**src/ll_consts.svh**
```systemverilog
/* Logic link constants: AXI field widths, packet widths, FIFO depths
   and bit positions inside the receive and transmit PHY words */
`ifndef LL_CONSTS_SVH
`define LL_CONSTS_SVH

`define LL_ADDR_W       16
`define LL_DATA_W       32
`define LL_STRB_W       4
`define LL_ID_W         4
`define LL_LEN_W        8
`define LL_RESP_W       2
`define LL_AW_W         28
`define LL_W_W          41
`define LL_B_W          6
`define LL_RX_PHY_W     72
`define LL_TX_PHY_W     9
`define LL_AW_DEPTH     8
`define LL_W_DEPTH      16
`define LL_CRED_W       8
`define LL_DELAY_W      16

// Receive PHY word, bit 0 upward
`define LL_RX_AW_PUSH   0
`define LL_RX_AW_LSB    1
`define LL_RX_W_PUSH    29
`define LL_RX_W_LSB     30
`define LL_RX_B_CRED    71

// Transmit PHY word
`define LL_TX_B_PUSH    0
`define LL_TX_B_LSB     1
`define LL_TX_AW_CRED   7
`define LL_TX_W_CRED    8

`endif

```
**src/ll_pkg.sv**
```systemverilog
/* Logic link types shared by the write packet slave */
`include "ll_consts.svh"

package ll_pkg;

  //////////////////////////////////////////
  // Packet vectors

  // id, len, addr from the MSB down
  typedef logic [`LL_AW_W-1:0]    aw_pkt_t;
  // id, data, strb, last
  typedef logic [`LL_W_W-1:0]     w_pkt_t;
  // id, resp
  typedef logic [`LL_B_W-1:0]     b_pkt_t;

  //////////////////////////////////////////
  // AXI fields

  typedef logic [`LL_ADDR_W-1:0]  axi_addr_t;
  typedef logic [`LL_DATA_W-1:0]  axi_data_t;
  typedef logic [`LL_ID_W-1:0]    axi_id_t;

  //////////////////////////////////////////
  // Counters

  typedef logic [`LL_CRED_W-1:0]  cred_cnt_t;
  typedef logic [`LL_DELAY_W-1:0] delay_t;

endpackage

```
**src/axi_write_packet_slave_top.sv**
```systemverilog
/* AXI write packet slave: receives AW and W packets from the PHY and
   returns B responses and channel credits to the remote master */
`include "ll_consts.svh"

module axi_write_packet_slave_top (
  input  logic                      clk_wr,
  input  logic                      reset,

  // Link control
  input  logic                      tx_online,
  input  logic                      rx_online,
  input  ll_pkg::delay_t            delay_x_value,
  input  ll_pkg::delay_t            delay_y_value,
  input  ll_pkg::cred_cnt_t         init_b_credit,

  // PHY
  input  logic [`LL_RX_PHY_W-1:0]   rx_phy,
  output logic [`LL_TX_PHY_W-1:0]   tx_phy,

  // AW channel
  output ll_pkg::axi_id_t           user_awid,
  output logic [`LL_LEN_W-1:0]      user_awlen,
  output ll_pkg::axi_addr_t         user_awaddr,
  output logic                      user_awvalid,
  input  logic                      user_awready,

  // W channel
  output ll_pkg::axi_id_t           user_wid,
  output ll_pkg::axi_data_t         user_wdata,
  output logic [`LL_STRB_W-1:0]     user_wstrb,
  output logic                      user_wlast,
  output logic                      user_wvalid,
  input  logic                      user_wready,

  // B channel
  input  ll_pkg::axi_id_t           user_bid,
  input  logic [`LL_RESP_W-1:0]     user_bresp,
  input  logic                      user_bvalid,
  output logic                      user_bready
);

  import ll_pkg::*;

  logic    rx_online_dly;
  logic    tx_online_dly;

  logic    rx_aw_pushbit;
  aw_pkt_t rx_aw_data;
  aw_pkt_t user_aw_data;
  logic    tx_aw_credit;

  logic    rx_w_pushbit;
  w_pkt_t  rx_w_data;
  w_pkt_t  user_w_data;
  logic    tx_w_credit;

  b_pkt_t  user_b_data;
  logic    tx_b_pushbit;
  b_pkt_t  tx_b_data;
  logic    rx_b_credit;

  ////////////////////////////////////////
  // Online delay

  ll_online_delay u_online_delay (
    .clk_wr        (clk_wr),
    .reset         (reset),
    .rx_online     (rx_online),
    .tx_online     (tx_online),
    .delay_x_value (delay_x_value),
    .delay_y_value (delay_y_value),
    .rx_online_dly (rx_online_dly),
    .tx_online_dly (tx_online_dly)
  );

  ////////////////////////////////////////
  // Link channels

  ll_receive #(.WIDTH(`LL_AW_W), .DEPTH(`LL_AW_DEPTH)) u_rx_aw (
    .clk_wr     (clk_wr),
    .reset      (reset),
    .online     (rx_online_dly),
    .rx_pushbit (rx_aw_pushbit),
    .rx_data    (rx_aw_data),
    .tx_credit  (tx_aw_credit),
    .user_valid (user_awvalid),
    .user_data  (user_aw_data),
    .user_ready (user_awready)
  );

  ll_receive #(.WIDTH(`LL_W_W), .DEPTH(`LL_W_DEPTH)) u_rx_w (
    .clk_wr     (clk_wr),
    .reset      (reset),
    .online     (rx_online_dly),
    .rx_pushbit (rx_w_pushbit),
    .rx_data    (rx_w_data),
    .tx_credit  (tx_w_credit),
    .user_valid (user_wvalid),
    .user_data  (user_w_data),
    .user_ready (user_wready)
  );

  ll_transmit #(.WIDTH(`LL_B_W)) u_tx_b (
    .clk_wr      (clk_wr),
    .reset       (reset),
    .online      (tx_online_dly),
    .init_credit (init_b_credit),
    .rx_credit   (rx_b_credit),
    .user_valid  (user_bvalid),
    .user_data   (user_b_data),
    .user_ready  (user_bready),
    .tx_pushbit  (tx_b_pushbit),
    .tx_data     (tx_b_data)
  );

  ////////////////////////////////////////
  // PHY word mapping

  assign rx_aw_pushbit = rx_phy[`LL_RX_AW_PUSH];
  assign rx_aw_data    = rx_phy[`LL_RX_AW_LSB +: `LL_AW_W];
  assign rx_w_pushbit  = rx_phy[`LL_RX_W_PUSH];
  assign rx_w_data     = rx_phy[`LL_RX_W_LSB +: `LL_W_W];
  assign rx_b_credit   = rx_phy[`LL_RX_B_CRED];

  always_comb begin
    tx_phy                              = '0;
    tx_phy[`LL_TX_B_PUSH]               = tx_b_pushbit;
    tx_phy[`LL_TX_B_LSB +: `LL_B_W]     = tx_b_data;
    tx_phy[`LL_TX_AW_CRED]              = tx_aw_credit;
    tx_phy[`LL_TX_W_CRED]               = tx_w_credit;
  end

  ////////////////////////////////////////
  // AXI field packing, first field in the MSBs

  assign {user_awid, user_awlen, user_awaddr}          = user_aw_data;
  assign {user_wid, user_wdata, user_wstrb, user_wlast} = user_w_data;
  assign user_b_data                                    = {user_bid, user_bresp};

endmodule

```
**src/ll_online_delay.sv**
```systemverilog
/* Online delay: holds off rx and tx online until each has stayed
   high for its programmed number of cycles */
module ll_online_delay (
  input  logic           clk_wr,
  input  logic           reset,

  input  logic           rx_online,
  input  logic           tx_online,
  input  ll_pkg::delay_t delay_x_value,
  input  ll_pkg::delay_t delay_y_value,

  output logic           rx_online_dly,
  output logic           tx_online_dly
);

  import ll_pkg::*;

  // Index 0 is rx, index 1 is tx
  logic [1:0] online_in;
  logic [1:0] online_dly;
  delay_t     limit [2];
  delay_t     cnt   [2];

  assign online_in = {tx_online, rx_online};
  assign limit[0]  = delay_x_value;
  assign limit[1]  = delay_y_value;

  ////////////////////////////////////////
  // Saturating hold-off counters

  always_ff @(posedge clk_wr) begin
    if (reset) begin
      for (int i = 0; i < 2; i++) begin
        cnt[i]        <= '0;
        online_dly[i] <= 1'b0;
      end
    end else begin
      for (int i = 0; i < 2; i++) begin
        if (!online_in[i]) begin
          // Drop straight away, restart the wait
          cnt[i]        <= '0;
          online_dly[i] <= 1'b0;
        end else if (cnt[i] >= limit[i]) begin
          online_dly[i] <= 1'b1;
        end else begin
          cnt[i] <= cnt[i] + 1'b1;
        end
      end
    end
  end

  assign rx_online_dly = online_dly[0];
  assign tx_online_dly = online_dly[1];

endmodule

```
**src/ll_receive.sv**
```systemverilog
/* Receive side of one link channel: buffers PHY pushes in a FIFO and
   returns one credit to the remote sender for every user pop */
module ll_receive #(
  parameter int WIDTH = 8,
  parameter int DEPTH = 8
) (
  input  logic             clk_wr,
  input  logic             reset,

  input  logic             online,

  // PHY side
  input  logic             rx_pushbit,
  input  logic [WIDTH-1:0] rx_data,
  output logic             tx_credit,

  // User side, show-ahead
  output logic             user_valid,
  output logic [WIDTH-1:0] user_data,
  input  logic             user_ready
);

  localparam int PTR_W = $clog2(DEPTH);
  localparam int CNT_W = $clog2(DEPTH + 1);

  logic [WIDTH-1:0] mem [DEPTH];
  logic [PTR_W-1:0] wr_ptr;
  logic [PTR_W-1:0] rd_ptr;
  logic [CNT_W-1:0] count;
  logic             full;
  logic             push;
  logic             pop;

  // Wrap at DEPTH so non power of two depths work
  function automatic logic [PTR_W-1:0] ptr_next(input logic [PTR_W-1:0] ptr);
    if (ptr == PTR_W'(DEPTH - 1)) begin
      return '0;
    end
    return ptr + 1'b1;
  endfunction

  assign full = (count == CNT_W'(DEPTH));

  // Pushes while offline or full are dropped
  assign push = online & rx_pushbit & ~full;
  assign pop  = user_valid & user_ready;

  assign user_valid = (count != '0);
  assign user_data  = mem[rd_ptr];

  ////////////////////////////////////////
  // Storage

  always_ff @(posedge clk_wr) begin
    if (push) begin
      mem[wr_ptr] <= rx_data;
    end
  end

  ////////////////////////////////////////
  // Pointers and occupancy

  always_ff @(posedge clk_wr) begin
    if (reset) begin
      wr_ptr <= '0;
      rd_ptr <= '0;
      count  <= '0;
    end else begin
      if (push) begin
        wr_ptr <= ptr_next(wr_ptr);
      end
      if (pop) begin
        rd_ptr <= ptr_next(rd_ptr);
      end
      case ({push, pop})
        2'b10:   count <= count + 1'b1;
        2'b01:   count <= count - 1'b1;
        default: count <= count;
      endcase
    end
  end

  ////////////////////////////////////////
  // Credit return

  // One pulse per freed entry
  always_ff @(posedge clk_wr) begin
    if (reset) begin
      tx_credit <= 1'b0;
    end else begin
      tx_credit <= pop;
    end
  end

endmodule

```
**src/ll_transmit.sv**
```systemverilog
/* Transmit side of one link channel: sends user packets onto the PHY
   while the remote receiver has credit left */
module ll_transmit #(
  parameter int WIDTH = 8
) (
  input  logic              clk_wr,
  input  logic              reset,

  input  logic              online,
  input  ll_pkg::cred_cnt_t init_credit,

  // Credit pulse from the remote receiver
  input  logic              rx_credit,

  // User side
  input  logic              user_valid,
  input  logic [WIDTH-1:0]  user_data,
  output logic              user_ready,

  // PHY side
  output logic              tx_pushbit,
  output logic [WIDTH-1:0]  tx_data
);

  import ll_pkg::*;

  cred_cnt_t credit_cnt;
  logic      send;

  assign user_ready = online & (credit_cnt != '0);
  assign send       = user_valid & user_ready;

  ////////////////////////////////////////
  // Credit count

  always_ff @(posedge clk_wr) begin
    if (reset) begin
      credit_cnt <= '0;
    end else if (!online) begin
      // Remote FIFO is empty again once the link comes back
      credit_cnt <= init_credit;
    end else begin
      case ({rx_credit, send})
        2'b10:   credit_cnt <= credit_cnt + 1'b1;
        2'b01:   credit_cnt <= credit_cnt - 1'b1;
        default: credit_cnt <= credit_cnt;
      endcase
    end
  end

  ////////////////////////////////////////
  // PHY register

  always_ff @(posedge clk_wr) begin
    if (reset) begin
      tx_pushbit <= 1'b0;
      tx_data    <= '0;
    end else begin
      tx_pushbit <= send;
      // Idle slots carry zeros
      tx_data    <= send ? user_data : '0;
    end
  end

endmodule
```
**config.mk**
```make
export PLATFORM = sky130hd
export DESIGN_NAME = axi_write_packet_slave_top
export DESIGN_NICKNAME = d
export VERILOG_FILES = /design/src/ll_pkg.sv /design/src/axi_write_packet_slave_top.sv /design/src/ll_online_delay.sv /design/src/ll_receive.sv /design/src/ll_transmit.sv
export VERILOG_INCLUDE_DIRS = /design/src /design/src/src
export SDC_FILE = /design/constraint.sdc
export NUM_CORES = 1
export LEC_CHECK = 0
export CAP_MARGIN = 15
export CORE_MARGIN = 8
export CORE_UTILIZATION = 35
export CTS_BUF_LIST = sky130_fd_sc_hd__clkbuf_8 sky130_fd_sc_hd__clkbuf_16
export DETAILED_ROUTE_END_ITERATION = 12
export DONT_BUFFER_PORTS = 1
export PLACE_DENSITY = 0.57
export SETUP_SLACK_MARGIN = 0.4
export SYNTH_ARGS = -nofsm -noshare
export SYNTH_HDL_FRONTEND = slang
export SYNTH_SLANG_ARGS = --single-unit
```
**constraint.sdc**
```tcl
create_clock -name clk_wr -period 11.45 [get_ports clk_wr]
set_clock_uncertainty 0.15 [all_clocks]
set_input_delay 1.145 -clock clk_wr [delete_from_list [all_inputs] [get_ports clk_wr]]
set_output_delay 1.145 -clock clk_wr [all_outputs]
set_load 0.01 [all_outputs]
```
==> impl_metrics.csv, run 1 <==
group,metric,value,unit
setup_path,r2r_start,"u_rx_w.count[0]",
hold_path,min-delay-start,"u_rx_aw.rd_ptr[2]",
setup_path,startpoint_type,"flop",
timing,period_share,46.56,%
clocking,cts_sinks,961,
timing,fin_setup_tns,0,ns
finish,fin_nets,2033,
power_and_ir_drop,ir_worst_vdd,0.1207,mV
yosys,yosysMostFrequentCell,"edfxtp_1",
setup_path,critical_path.max_fanout,53,
timing,drv_slew,0,
detailed_routing,drtAntennaViolNets,0,
setup_path,r2r_slack,8.08,ns
flow_run,maxCapViolations,0,
yosys,synth-edff-count,912,
detailed_routing,vias,17470,
clocking,htree_levels,3,
yosys,avgSynthCellArea,21.45,sq um
die,core_area,0.1087,sq mm
yosys,synth_common_cells,"edfxtp_1 (912), mux4_2 (192), mux4_1 (69)",
die,fp.dieH,346.9,um
die,dieArea,0.1203,sq mm
clocking,cts_tree,"built",
yosys,synth_cells,1787,
yosys,ys_seq_area_share,74.02,%
power_and_ir_drop,p_sw,1.403,mW
timing,finalSetupViolations,0,
timing,rsz0062_at_grt,"false",
power_and_ir_drop,seqPwrFrac,52.5,%
timing,hold_viol,0,
power_and_ir_drop,p_int,5.924,mW
clocking,cts_hold_buf,0,
yosys,async_flop_share,0,%
clocking,postCtsSetupRepairBufs,0,
die,row_count,121,
placement,dpl.cell_count,3161,
yosys,ys_types,53,
setup_path,crit_path_end_kind,"output port",
yosys,ys_seq_elements,961,
yosys,yosys_warnings,0,
timing,setup_slack,6.118,ns
detailed_routing,drc,0,
yosys,netlist_area,0.03832,sq mm
timing,slew_headroom,26.85,%
grt,overflow,0,
detailed_routing,routed_via_density,5.219,
placement,place_congestion,0.7208,
power_and_ir_drop,p_sw_share,19.14,%
yosys,syn-num-nets,1971,
grt,grt_start_max_net_pins,66,
grt,grt_pass1_wl,123800,um
grt,track_usage,13.69,%
detailed_routing,wl,83950,um
yosys,synth_top_area_share,71.46,%
yosys,synth_largest_area_cell,"edfxtp_1",
setup_path,worst-r2r-cell-count,12,
timing,fin_worst_hold_slack,0.3376,ns
clocking,clkTransAtPathRegs,0.06,ns
clocking,insertion_delay,0.68,ns
setup_path,r2r-end,"u_rx_w.count[4]",
clocking,clockBufferDepth,3,
detailed_routing,drt-pass1-iter-count,5,
clocking,post_cts_resized,0,
setup_path,cp.required,10.16,ns
status,outcome,"finished, final reports clean",
clocking,numCtsBuffers,99,
finish,stdcell_count,3347,
timing,period_needed,5.332,ns
finish,nFillCells,9564,
hold_path,hold_depth,2,
die,die_w,346.9,um
die,io_pins,206,
clocking,cts_root_buffer,"clkbuf_16",
finish,syn2layout_area_growth,13.61,%
power_and_ir_drop,pwr_density_cell,168.3,mW/mm^2
grt,grt_pass1_vias,18670,
grt,antenna_found_initial,3,
placement,hpwl,44330,um
detailed_routing,wl_per_cell,25.08,um
power_and_ir_drop,leakagePower,13.75,nW
finish,final_util,40.06,%
detailed_routing,drtIter0Drc,1249,
timing,max_freq,187.6,MHz
timing,tightest_slew,1.097,ns
setup_path,crit_type,"reg -> out",
placement,dp_slack,6.697,ns
placement,io_buffers,0,
yosys,synthFlopType,"edfxtp_1",
finish,drive_above_1_share,23.19,%
setup_path,cp.arrival,4.04,ns
power_and_ir_drop,power.share.clock,47.2,%
hold_path,holdCritPathClass,"reg -> reg",
yosys,synth.area.top_cells,"edfxtp_1 (71%), mux4_2 (11%), mux4_1 (4.7%)",
power_and_ir_drop,combPwrFrac,0.4,%
die,start_util,35.26,%
power groups by stage:
stage                     Combinational [mW]  Sequential, mW  Clock [mW]
after detailed placement              0.0260            3.92           0
final                                 0.0259            3.85        3.46
after global placement                0.0248            3.92           0
after CTS                             0.0263            3.84        3.55
after floorplan                       0.0233            3.92           0
after global routing                  0.0304            3.84        3.68
cells in the final DEF (no fill, tap or decap), types with 8 or more instances in the layout:
| cell | n |
|---|---|
| edfxtp_1 | 912 |
| mux4_2 | 192 |
| clkbuf_16 | 101 |
| mux4_1 | 69 |
| inv_1 | 63 |
| nor2_1 | 61 |
| ha_1 | 56 |
| dfxtp_1 | 43 |
| nand2_1 | 37 |
| buf_4 | 37 |
| a21oi_1 | 33 |
| mux2_2 | 28 |
| nor3_1 | 27 |
| xor2_1 | 26 |
| clkinv_1 | 20 |
| bufinv_16 | 20 |
| xnor2_1 | 15 |
| clkinv_2 | 15 |
| a21o_1 | 13 |
| nand3_1 | 11 |
| o21ai_0 | 11 |
| and2_2 | 11 |
| nand2b_1 | 9 |
| and3_1 | 8 |
| a211oi_1 | 8 |
| nand4_1 | 8 |
metrics by stage:
stage	area, sq um	power (mW)
after floorplan	38320	3.944
after CTS	43530	7.419
after global placement	39970	3.945
after global routing	43540	7.553
final	43540	7.327
after detailed placement	39970	3.946
cell type report:
cell class                 count  area [sq um]  share of cell area (%)
antenna                        1         2.502                0.005747
clock buffer                 101          2527                   5.805
clock inverter                83          1031                   2.368
inverter                      52         195.2                  0.4483
multi-input combinational    698          9353                   21.48
sequential                   961         28380                   65.19
tap                         1414          1769                   4.063
timing repair buffer          37         277.8                  0.6379
cells by family after synthesis:
kind of cell / count (synthesis) / synth area share, %
xor+xnor: 42 / 0.9795
flops: 961 / 74.02
compound gates: 88 / 1.495
buf+inv: 128 / 1.747
fa+ha+maj: 59 / 1.985
mux: 293 / 16.94
simple gates: 216 / 2.834
registers in the layout, summed over array words and instances, names as in the netlist, named ones only:
register / count
u_online_delay.cnt: 32
u_online_delay.online_dly: 2
u_rx_aw.count: 4
u_rx_aw.mem: 224
u_rx_aw.rd_ptr: 3
u_rx_aw.tx_credit: 1
u_rx_aw.wr_ptr: 3
u_rx_w.count: 5
u_rx_w.mem: 656
u_rx_w.rd_ptr: 4
u_rx_w.tx_credit: 1
u_rx_w.wr_ptr: 4
u_tx_b.credit_cnt: 8
u_tx_b.tx_data: 6
u_tx_b.tx_pushbit: 1
worst max-delay path: stages (launching register included):
cell     delay, ns
dfxtp_4       0.43
buf_4         0.80
buf_4         0.85
mux4_1        0.66
mux4_2        0.54
worst max path at each step:
stage | from | to | slack [ns] | depth (start not counted)
6_report | flop | user_wdata[10] | 6.12 | 4
5_1_grt | flop | user_wdata[13] | 5.82 | 4
4_1_cts | flop | user_wdata[10] | 5.98 | 4
3_5_place_dp | flop | user_wdata[10] | 6.70 | 4
3_3_place_gp | flop | user_wdata[10] | 6.73 | 4
2_1_floorplan | rx_phy[29] | u_rx_w.mem[7][0] | 6.39 | 3
layer usage:
metal | share of wire [%] | vias to the layer above | track usage (%)
met3 | 6.4 | 88 | 3.863
met4 | 1.5 | 2 | 3.250
met5 | 0.015 | - | 0
met2 | 50 | 417 | 23.26
li1 | - | 7585 | -
met1 | 42 | 9377 | 17.41
No activity file was read; power rests on OpenSTA's default activity.
==> run 2, diff against run 1 <==
Settings changed: ABC_AREA set to 1, PLACE_DENSITY 0.57 to 0.59.
Clock period 11.45 ns to 4.8 ns, I/O delays scaled along.
==> run 2 against run 1 <==
- die area up 3.1%
- sequential power grew 150%
- critical endpoint is now user_awaddr[12]
- non-clock buffer count rose by 106
- via count rose by 34%
- worst hold slack got worse by 0.27 ns
- utilization grew 0.38 points
- critical path depth rose by 2
- sequential share of layout area fell by 2.7 points
==> impl_metrics.csv, run 2 <==
group,metric,value,unit
hold_path,holdCritPathClass,"in -> reg",
power_and_ir_drop,seqPwrFrac,44.0,%
clocking,htree_levels,3,
finish,nFillCells,10470,
detailed_routing,wl_per_cell,20.21,um
power_and_ir_drop,p_sw_share,30.77,%
die,io_pins,206,
clocking,cts_tree,"built",
detailed_routing,drt-pass1-iter-count,5,
finish,syn2layout_area_growth,14.83,%
yosys,ys_types,40,
grt,track_usage,14.77,%
timing,slew_headroom,28.57,%
setup_path,crit_type,"reg -> out",
die,core_area,0.1123,sq mm
yosys,yosys_warnings,0,
clocking,clkTransAtPathRegs,0.06,ns
timing,tightest_slew,1.069,ns
finish,drive_above_1_share,7.391,%
finish,top_register,"u_rx_w.mem",
setup_path,worst-r2r-cell-count,13,
yosys,async_flop_share,0,%
flow_run,maxCapViolations,0,
timing,hold_viol,0,
setup_path,cp_slowest_cell,"inv_2",
finish,top_regs,"u_rx_w.mem: 656 flops, u_rx_aw.mem: 224 flops, u_online_delay.cnt: 32 flops",
yosys,synthFlopType,"edfxtp_1",
grt,met3_usage,4.254,%
grt,busiest_layer,"met2",
detailed_routing,drtIter0Drc,1874,
setup_path,path_cells,"inv_2 -> buf_12 -> o21ai_0 -> o22ai_1 -> nor2_1 -> a31oi_1",
grt,grt_pass1_wl,143700,um
setup_path,cp.required,4.17,ns
clocking,clockBufferDepth,3,
timing,max_freq,276.9,MHz
grt,grt_pass1_vias,23130,
yosys,avgSynthCellArea,13.14,sq um
power_and_ir_drop,leakagePower,15.49,nW
detailed_routing,vias,23330,
setup_path,r2r-end,"u_rx_w.count[4]",
yosys,syn-num-nets,3194,
power_and_ir_drop,p_int,15.04,mW
finish,largest_reg_flops,656,
finish,fin_nets,3271,
grt,antenna_found_initial,14,
clocking,cts_root_buffer,"clkbuf_16",
die,dieArea,0.1240,sq mm
finish,stdcell_count,4676,
setup_path,cpPeakStageDelay,0.70,ns
power_and_ir_drop,pwr_density_cell,478.3,mW/mm^2
grt,grt_use_met1,18.61,%
placement,dpl.cell_count,4393,
detailed_routing,wl,94510,um
setup_path,r2r_start,"u_rx_w.count[0]",
yosys,synth_common_cells,"edfxtp_1 (912), o21ai_0 (325), nor2_1 (312)",
setup_path,startpoint_type,"flop",
hold_path,worstHoldEndpoint,"u_rx_w.wr_ptr[1]",
die,row_count,123,
setup_path,crit_path_end_kind,"output port",
grt,overflow,0,
timing,period_share,75.24,%
timing,rsz0062_at_grt,"false",
placement,io_buffers,0,
die,start_util,35.21,%
yosys,ys_seq_area_share,71.71,%
clocking,insertion_delay,0.66,ns
status,outcome,"finished, final reports clean",
detailed_routing,drtAntennaViolNets,0,
hold_path,hold_depth,2,
placement,place_congestion,0.7553,
clocking,cts_sinks,961,
detailed_routing,routed_via_density,4.988,
grt,grt_start_max_net_pins,165,
yosys,synth_top_area_share,69.23,%
yosys,synth_cells,3010,
power_and_ir_drop,p_sw,6.686,mW
finish,final_common_cell,"edfxtp_1",
yosys,synth_largest_area_cell,"edfxtp_1",
yosys,ys_seq_elements,961,
timing,fin_worst_hold_slack,0.06939,ns
setup_path,cp.arrival,2.98,ns
timing,period_needed,3.612,ns
detailed_routing,drc,0,
power_and_ir_drop,power.share.clock,34.0,%
clocking,numCtsBuffers,102,
timing,fin_setup_tns,0,ns
die,die_w,352.2,um
die,fp.dieH,352.2,um
yosys,synth.area.top_cells,"edfxtp_1 (69%), mux2i_1 (4.1%), o21ai_0 (4.1%)",
finish,mostFrequentLayoutCells,"edfxtp_1 (912), o21ai_0 (325), inv_1 (295), nor2_1 (289), a21oi_1 (208)",
yosys,yosysMostFrequentCell,"edfxtp_1",
timing,finalSetupViolations,0,
timing,drv_slew,0,
setup_path,r2r_slack,1.70,ns
power_and_ir_drop,combPwrFrac,22.0,%
finish,final_util,40.43,%
placement,hpwl,51900,um
yosys,netlist_area,0.03956,sq mm
yosys,synth-edff-count,912,
setup_path,critical_path.max_fanout,62,
hold_path,min-delay-start,"rx_phy[29]",
power_and_ir_drop,ir_worst_vdd,0.3523,mV
grt,grt_use_met2,24.82,%
==> run 2: metrics by stage <==
step | power, mW | setup WS (ns) | area [sq um]
2_1_floorplan | 13.15 | 0.5051 | 39560
3_5_place_dp | 14.45 | 1.649 | 41360
4_1_cts | 22.02 | 1.050 | 45400
3_3_place_gp | 14.40 | 1.643 | 41360
5_1_grt | 22.90 | 0.8652 | 45410
6_report | 21.73 | 1.188 | 45430
==> run 2: worst max path at each step <==
stage / start / slack, ns / to / cells past startpoint
floorplan: rx_phy[29] / 0.51 / u_rx_w.mem[7][0] / 4
global placement: delay_y_value[15] / 1.64 / u_online_delay.cnt[1][0] / 9
detailed placement: delay_y_value[15] / 1.65 / u_online_delay.cnt[1][0] / 9
CTS: flop / 1.05 / user_awaddr[15] / 6
global route: flop / 0.87 / user_awaddr[12] / 6
finish: flop / 1.19 / user_awaddr[12] / 6
==> run 2: cell type report <==
class	count	area (sq um)	area share, %
antenna	10	25.02	0.05509
timing repair buffer	143	1424	3.134
sequential	961	28380	62.49
clock inverter	80	561.8	1.237
tap	1500	1877	4.132
multi-input combinational	1600	9524	20.97
clock buffer	103	2577	5.674
inverter	279	1052	2.316
==> run 2: power groups by stage <==
stage	sequential, mW	clock (mW)	combinational (mW)
final	9.55	7.38	4.79
after global placement	9.74	0	4.67
after floorplan	9.59	0	3.56
after detailed placement	9.74	0	4.71
after CTS	9.56	7.58	4.89
after global routing	9.58	7.90	5.42
==> run 2: worst max-delay path, delay by kind of cell (launching register included) <==
| kind | cells | cell delay, ns |
|---|---|---|
| compound gates | 3 | 0.69 |
| flops | 1 | 0.50 |
| buf+inv | 2 | 1.04 |
| simple gates | 1 | 0.05 |
==> run 2: kinds of logic after synthesis <==
| logic type | count (synthesis) | share of synthesized area, % |
|---|---|---|
| buffers and inverters | 449 | 4.567 |
| adders and majority gates | 59 | 1.923 |
| muxes | 164 | 4.150 |
| and+or+nand+nor | 576 | 5.981 |
| AOI/OAI and AO/OA | 776 | 11.12 |
| DFF | 961 | 71.71 |
| xor gates and xnor gates | 25 | 0.5535 |
==> run 2: timing repair <==
action / in CTS / in global routing
buffers inserted: 0 / 0
hold buffers: 90 / 0
endpoints found under the hold margin: 908 / 0
gates resized for setup: 0 / 0
==> run 2: routing by layer <==
layer | up-vias | routed length (um)
met5 | - | 54
met4 | 8 | 2499
met3 | 162 | 5776
met2 | 481 | 45160
met1 | 11520 | 41020
li1 | 11160 | -
==> run 3, diff against run 2 <==
Clock period 4.8 ns to 3 ns, I/O delays scaled along.
==> run 3 against run 2 <==
- first-iteration DRC count is 3.7% higher
- register-to-register slack got worse by 1.4 ns
- worst hold slack better by 0.092 ns
- clock-buffer cell count stayed put
- global-route usage grew 1.5 points
- cell count up 4.3%
- die area unchanged
- worst setup slack got worse by 0.98 ns
- final area grew 11%
- via count grew 8.0%
- critical path type unchanged
- largest cell class unchanged
- largest power group unchanged
==> impl_metrics.csv, run 3 (synthesis results as in run 2) <==
group,metric,value,unit
hold_path,holdCritPathClass,"in -> reg",
detailed_routing,routed_via_density,5.165,
finish,multi_input_area,0.01034,sq mm
power_and_ir_drop,p_sw,12.94,mW
setup_path,cpPeakStageDelay,0.37,ns
setup_path,crit_type,"reg -> out",
timing,fin_setup_tns,0,ns
timing,hold_viol,0,
detailed_routing,drc,0,
timing,setup_slack,0.2122,ns
detailed_routing,dr_wl_met3,7338,um
finish,top_regs,"u_rx_w.mem: 656 flops, u_rx_aw.mem: 224 flops, u_online_delay.cnt: 32 flops",
die,dieArea,0.1240,sq mm
placement,place_congestion,0.7766,
finish,top_register,"u_rx_w.mem",
finish,fin_nets,3471,
power_and_ir_drop,power.share.clock,29.1,%
timing,period_share,92.93,%
die,core_area,0.1123,sq mm
hold_path,min-delay-start,"user_bid[3]",
status,outcome,"finished, final reports clean",
clocking,numCtsBuffers,102,
finish,nFillCells,9988,
die,die_w,352.2,um
setup_path,crit_path_end_kind,"output port",
setup_path,critical_path.max_fanout,8,
clocking,cts_tree,"built",
hold_path,worstHoldEndpoint,"u_tx_b.tx_data[5]",
timing,slew_headroom,34.84,%
detailed_routing,vias,25190,
detailed_routing,drt-pass1-iter-count,7,
grt,antenna_found_initial,11,
setup_path,cp.required,2.55,ns
setup_path,path_cells,"buf_12 -> buf_12 -> buf_16 -> buf_4 -> buf_16 -> mux2i_1 -> o211ai_1 -> nand3_2 -> nand2_4",
clocking,insertion_delay,0.69,ns
finish,largest_reg_flops,656,
finish,drive_above_1_share,18.38,%
detailed_routing,wl_per_cell,22.67,um
detailed_routing,dr_wl_met2,55110,um
detailed_routing,wl,110600,um
power_and_ir_drop,leakagePower,17.52,nW
power_and_ir_drop,p_sw_share,31.81,%
timing,period_needed,2.788,ns
die,io_pins,206,
clocking,htree_levels,3,
power_and_ir_drop,combPwrFrac,33.6,%
power_and_ir_drop,p_int,27.74,mW
finish,final_common_cell,"edfxtp_1",
finish,area.sequential,0.02839,sq mm
detailed_routing,top_layer_used,"met5",
setup_path,worst-r2r-cell-count,8,
setup_path,cp_slowest_cell,"dfxtp_4",
setup_path,cp.arrival,2.34,ns
timing,rsz0062_at_grt,"true",
grt,overflow,0,
clocking,cts_sinks,961,
timing,drv_slew,0,
placement,io_buffers,0,
detailed_routing,drtIter0Drc,1943,
die,fp.dieH,352.2,um
placement,hpwl,54210,um
setup_path,r2r-end,"u_rx_w.mem[13][40]",
setup_path,r2r_start,"u_rx_w.count[2]",
finish,mostFrequentLayoutCells,"edfxtp_1 (912), inv_1 (287), nor2_1 (280), o21ai_0 (201), o211ai_1 (166)",
setup_path,r2r_slack,0.35,ns
die,row_count,123,
setup_path,startpoint_type,"flop",
clocking,cts_root_buffer,"clkbuf_16",
placement,dp_slack,0.1169,ns
power_and_ir_drop,seqPwrFrac,37.3,%
finish,syn2layout_area_growth,26.91,%
detailed_routing,drtAntennaViolNets,0,
power_and_ir_drop,pwr_density_cell,810.4,mW/mm^2
grt,grt_start_max_net_pins,62,
clocking,clockBufferDepth,3,
flow_run,maxCapViolations,0,
clocking,clkTransAtPathRegs,0.06,ns
timing,max_freq,358.7,MHz
timing,finalSetupViolations,0,
grt,grt_pass1_vias,24600,
grt,track_usage,16.28,%
timing,tightest_slew,0.9751,ns
hold_path,hold_depth,3,
detailed_routing,routedLengthMet1,45560,um
power_and_ir_drop,ir_worst_vdd,0.5766,mV
die,start_util,35.21,%
grt,grt_pass1_wl,156900,um
run 3: cell types whose count changed in the layout (fill, tap and decap cells not counted), moves of 25 or more:
cell,before,now
buf_4,43,77
a21oi_1,208,161
buf_12,10,50
clkbuf_16,103,128
nand2_1,143,103
nand2_2,1,33
o21ai_2,0,27
a21oi_2,1,42
o21ai_0,325,201
o21ai_1,11,108
buf_16,0,60
run 3: metal layers:
layer  global-route usage (%)  up-vias
met5                        0        -
met3                    3.708      185
met1                    21.06    12600
met4                    4.753        8
li1                         -    11630
met2                    27.32      774
run 3: worst max path at each step:
stage | start | to | slack [ns] | depth (start not counted)
floorplan | u_rx_w.count[1] | u_rx_w.mem[11][0] | -0.15 | 6
global placement | u_rx_w.count[1] | u_rx_w.mem[9][29] | 0.16 | 8
detailed placement | u_rx_w.count[1] | u_rx_w.mem[9][28] | 0.12 | 8
CTS | flop | user_wdata[6] | 0.12 | 9
global route | flop | user_wstrb[0] | 0.09 | 9
finish | flop | user_wdata[27] | 0.21 | 9
run 3: area by class of cell:
cell class	instances	area share, %
Sequential cell	961	56.55
Timing Repair Buffer	339	10.62
Tap cell	1500	3.738
Clock buffer	103	5.111
Clock inverter	87	1.171
Inverter	279	2.188
Multi-Input combinational cell	1603	20.59
Timing Repair inverter	1	0.01744
Antenna cell	4	0.01994
run 3: power groups by stage:
stage / Sequential (mW) / Clock [mW] / Combinational, mW
floorplan: 15.3 / 0 / 5.70
global placement: 15.5 / 0 / 8.10
detailed placement: 15.5 / 0 / 8.15
CTS: 15.2 / 12.1 / 11.7
global route: 15.2 / 12.6 / 14.6
finish: 15.2 / 11.8 / 13.7
run 3: worst max-delay path: cells and delay by family, from the launching register on:
| kind | cells | cell delay [ns] |
|---|---|---|
| buffers and inverters | 5 | 0.72 |
| DFF | 1 | 0.37 |
| AOI/OAI and AO/OA | 1 | 0.19 |
| and+or+nand+nor | 2 | 0.27 |
| muxes | 1 | 0.11 |
run 3: what timing repair did:
item | in CTS | in global routing
hold buffers | 92 | 0
hold endpoints to repair | 945 | 0
setup buffers | 37 | 25
endpoints found under the setup margin | 154 | 174
pin swaps | 99 | 130
gates resized for setup | 269 | 199
cloned | 51 | 31
run 3: stage by stage:
stage          hold slack [ns]  utilization, %  cell area (sq um)  instances  power [mW]
2_1_floorplan           0.2335               -              39570       3010       21.05
3_3_place_gp            0.2216           37.47              42100       4447       23.63
3_5_place_dp            0.2254           37.47              42100       4447       23.69
4_1_cts                0.08802           43.29              48630       4817       39.04
5_1_grt                 0.1344           44.69              50200       4875       42.45
6_report                0.1617           44.69              50210       4877       40.69
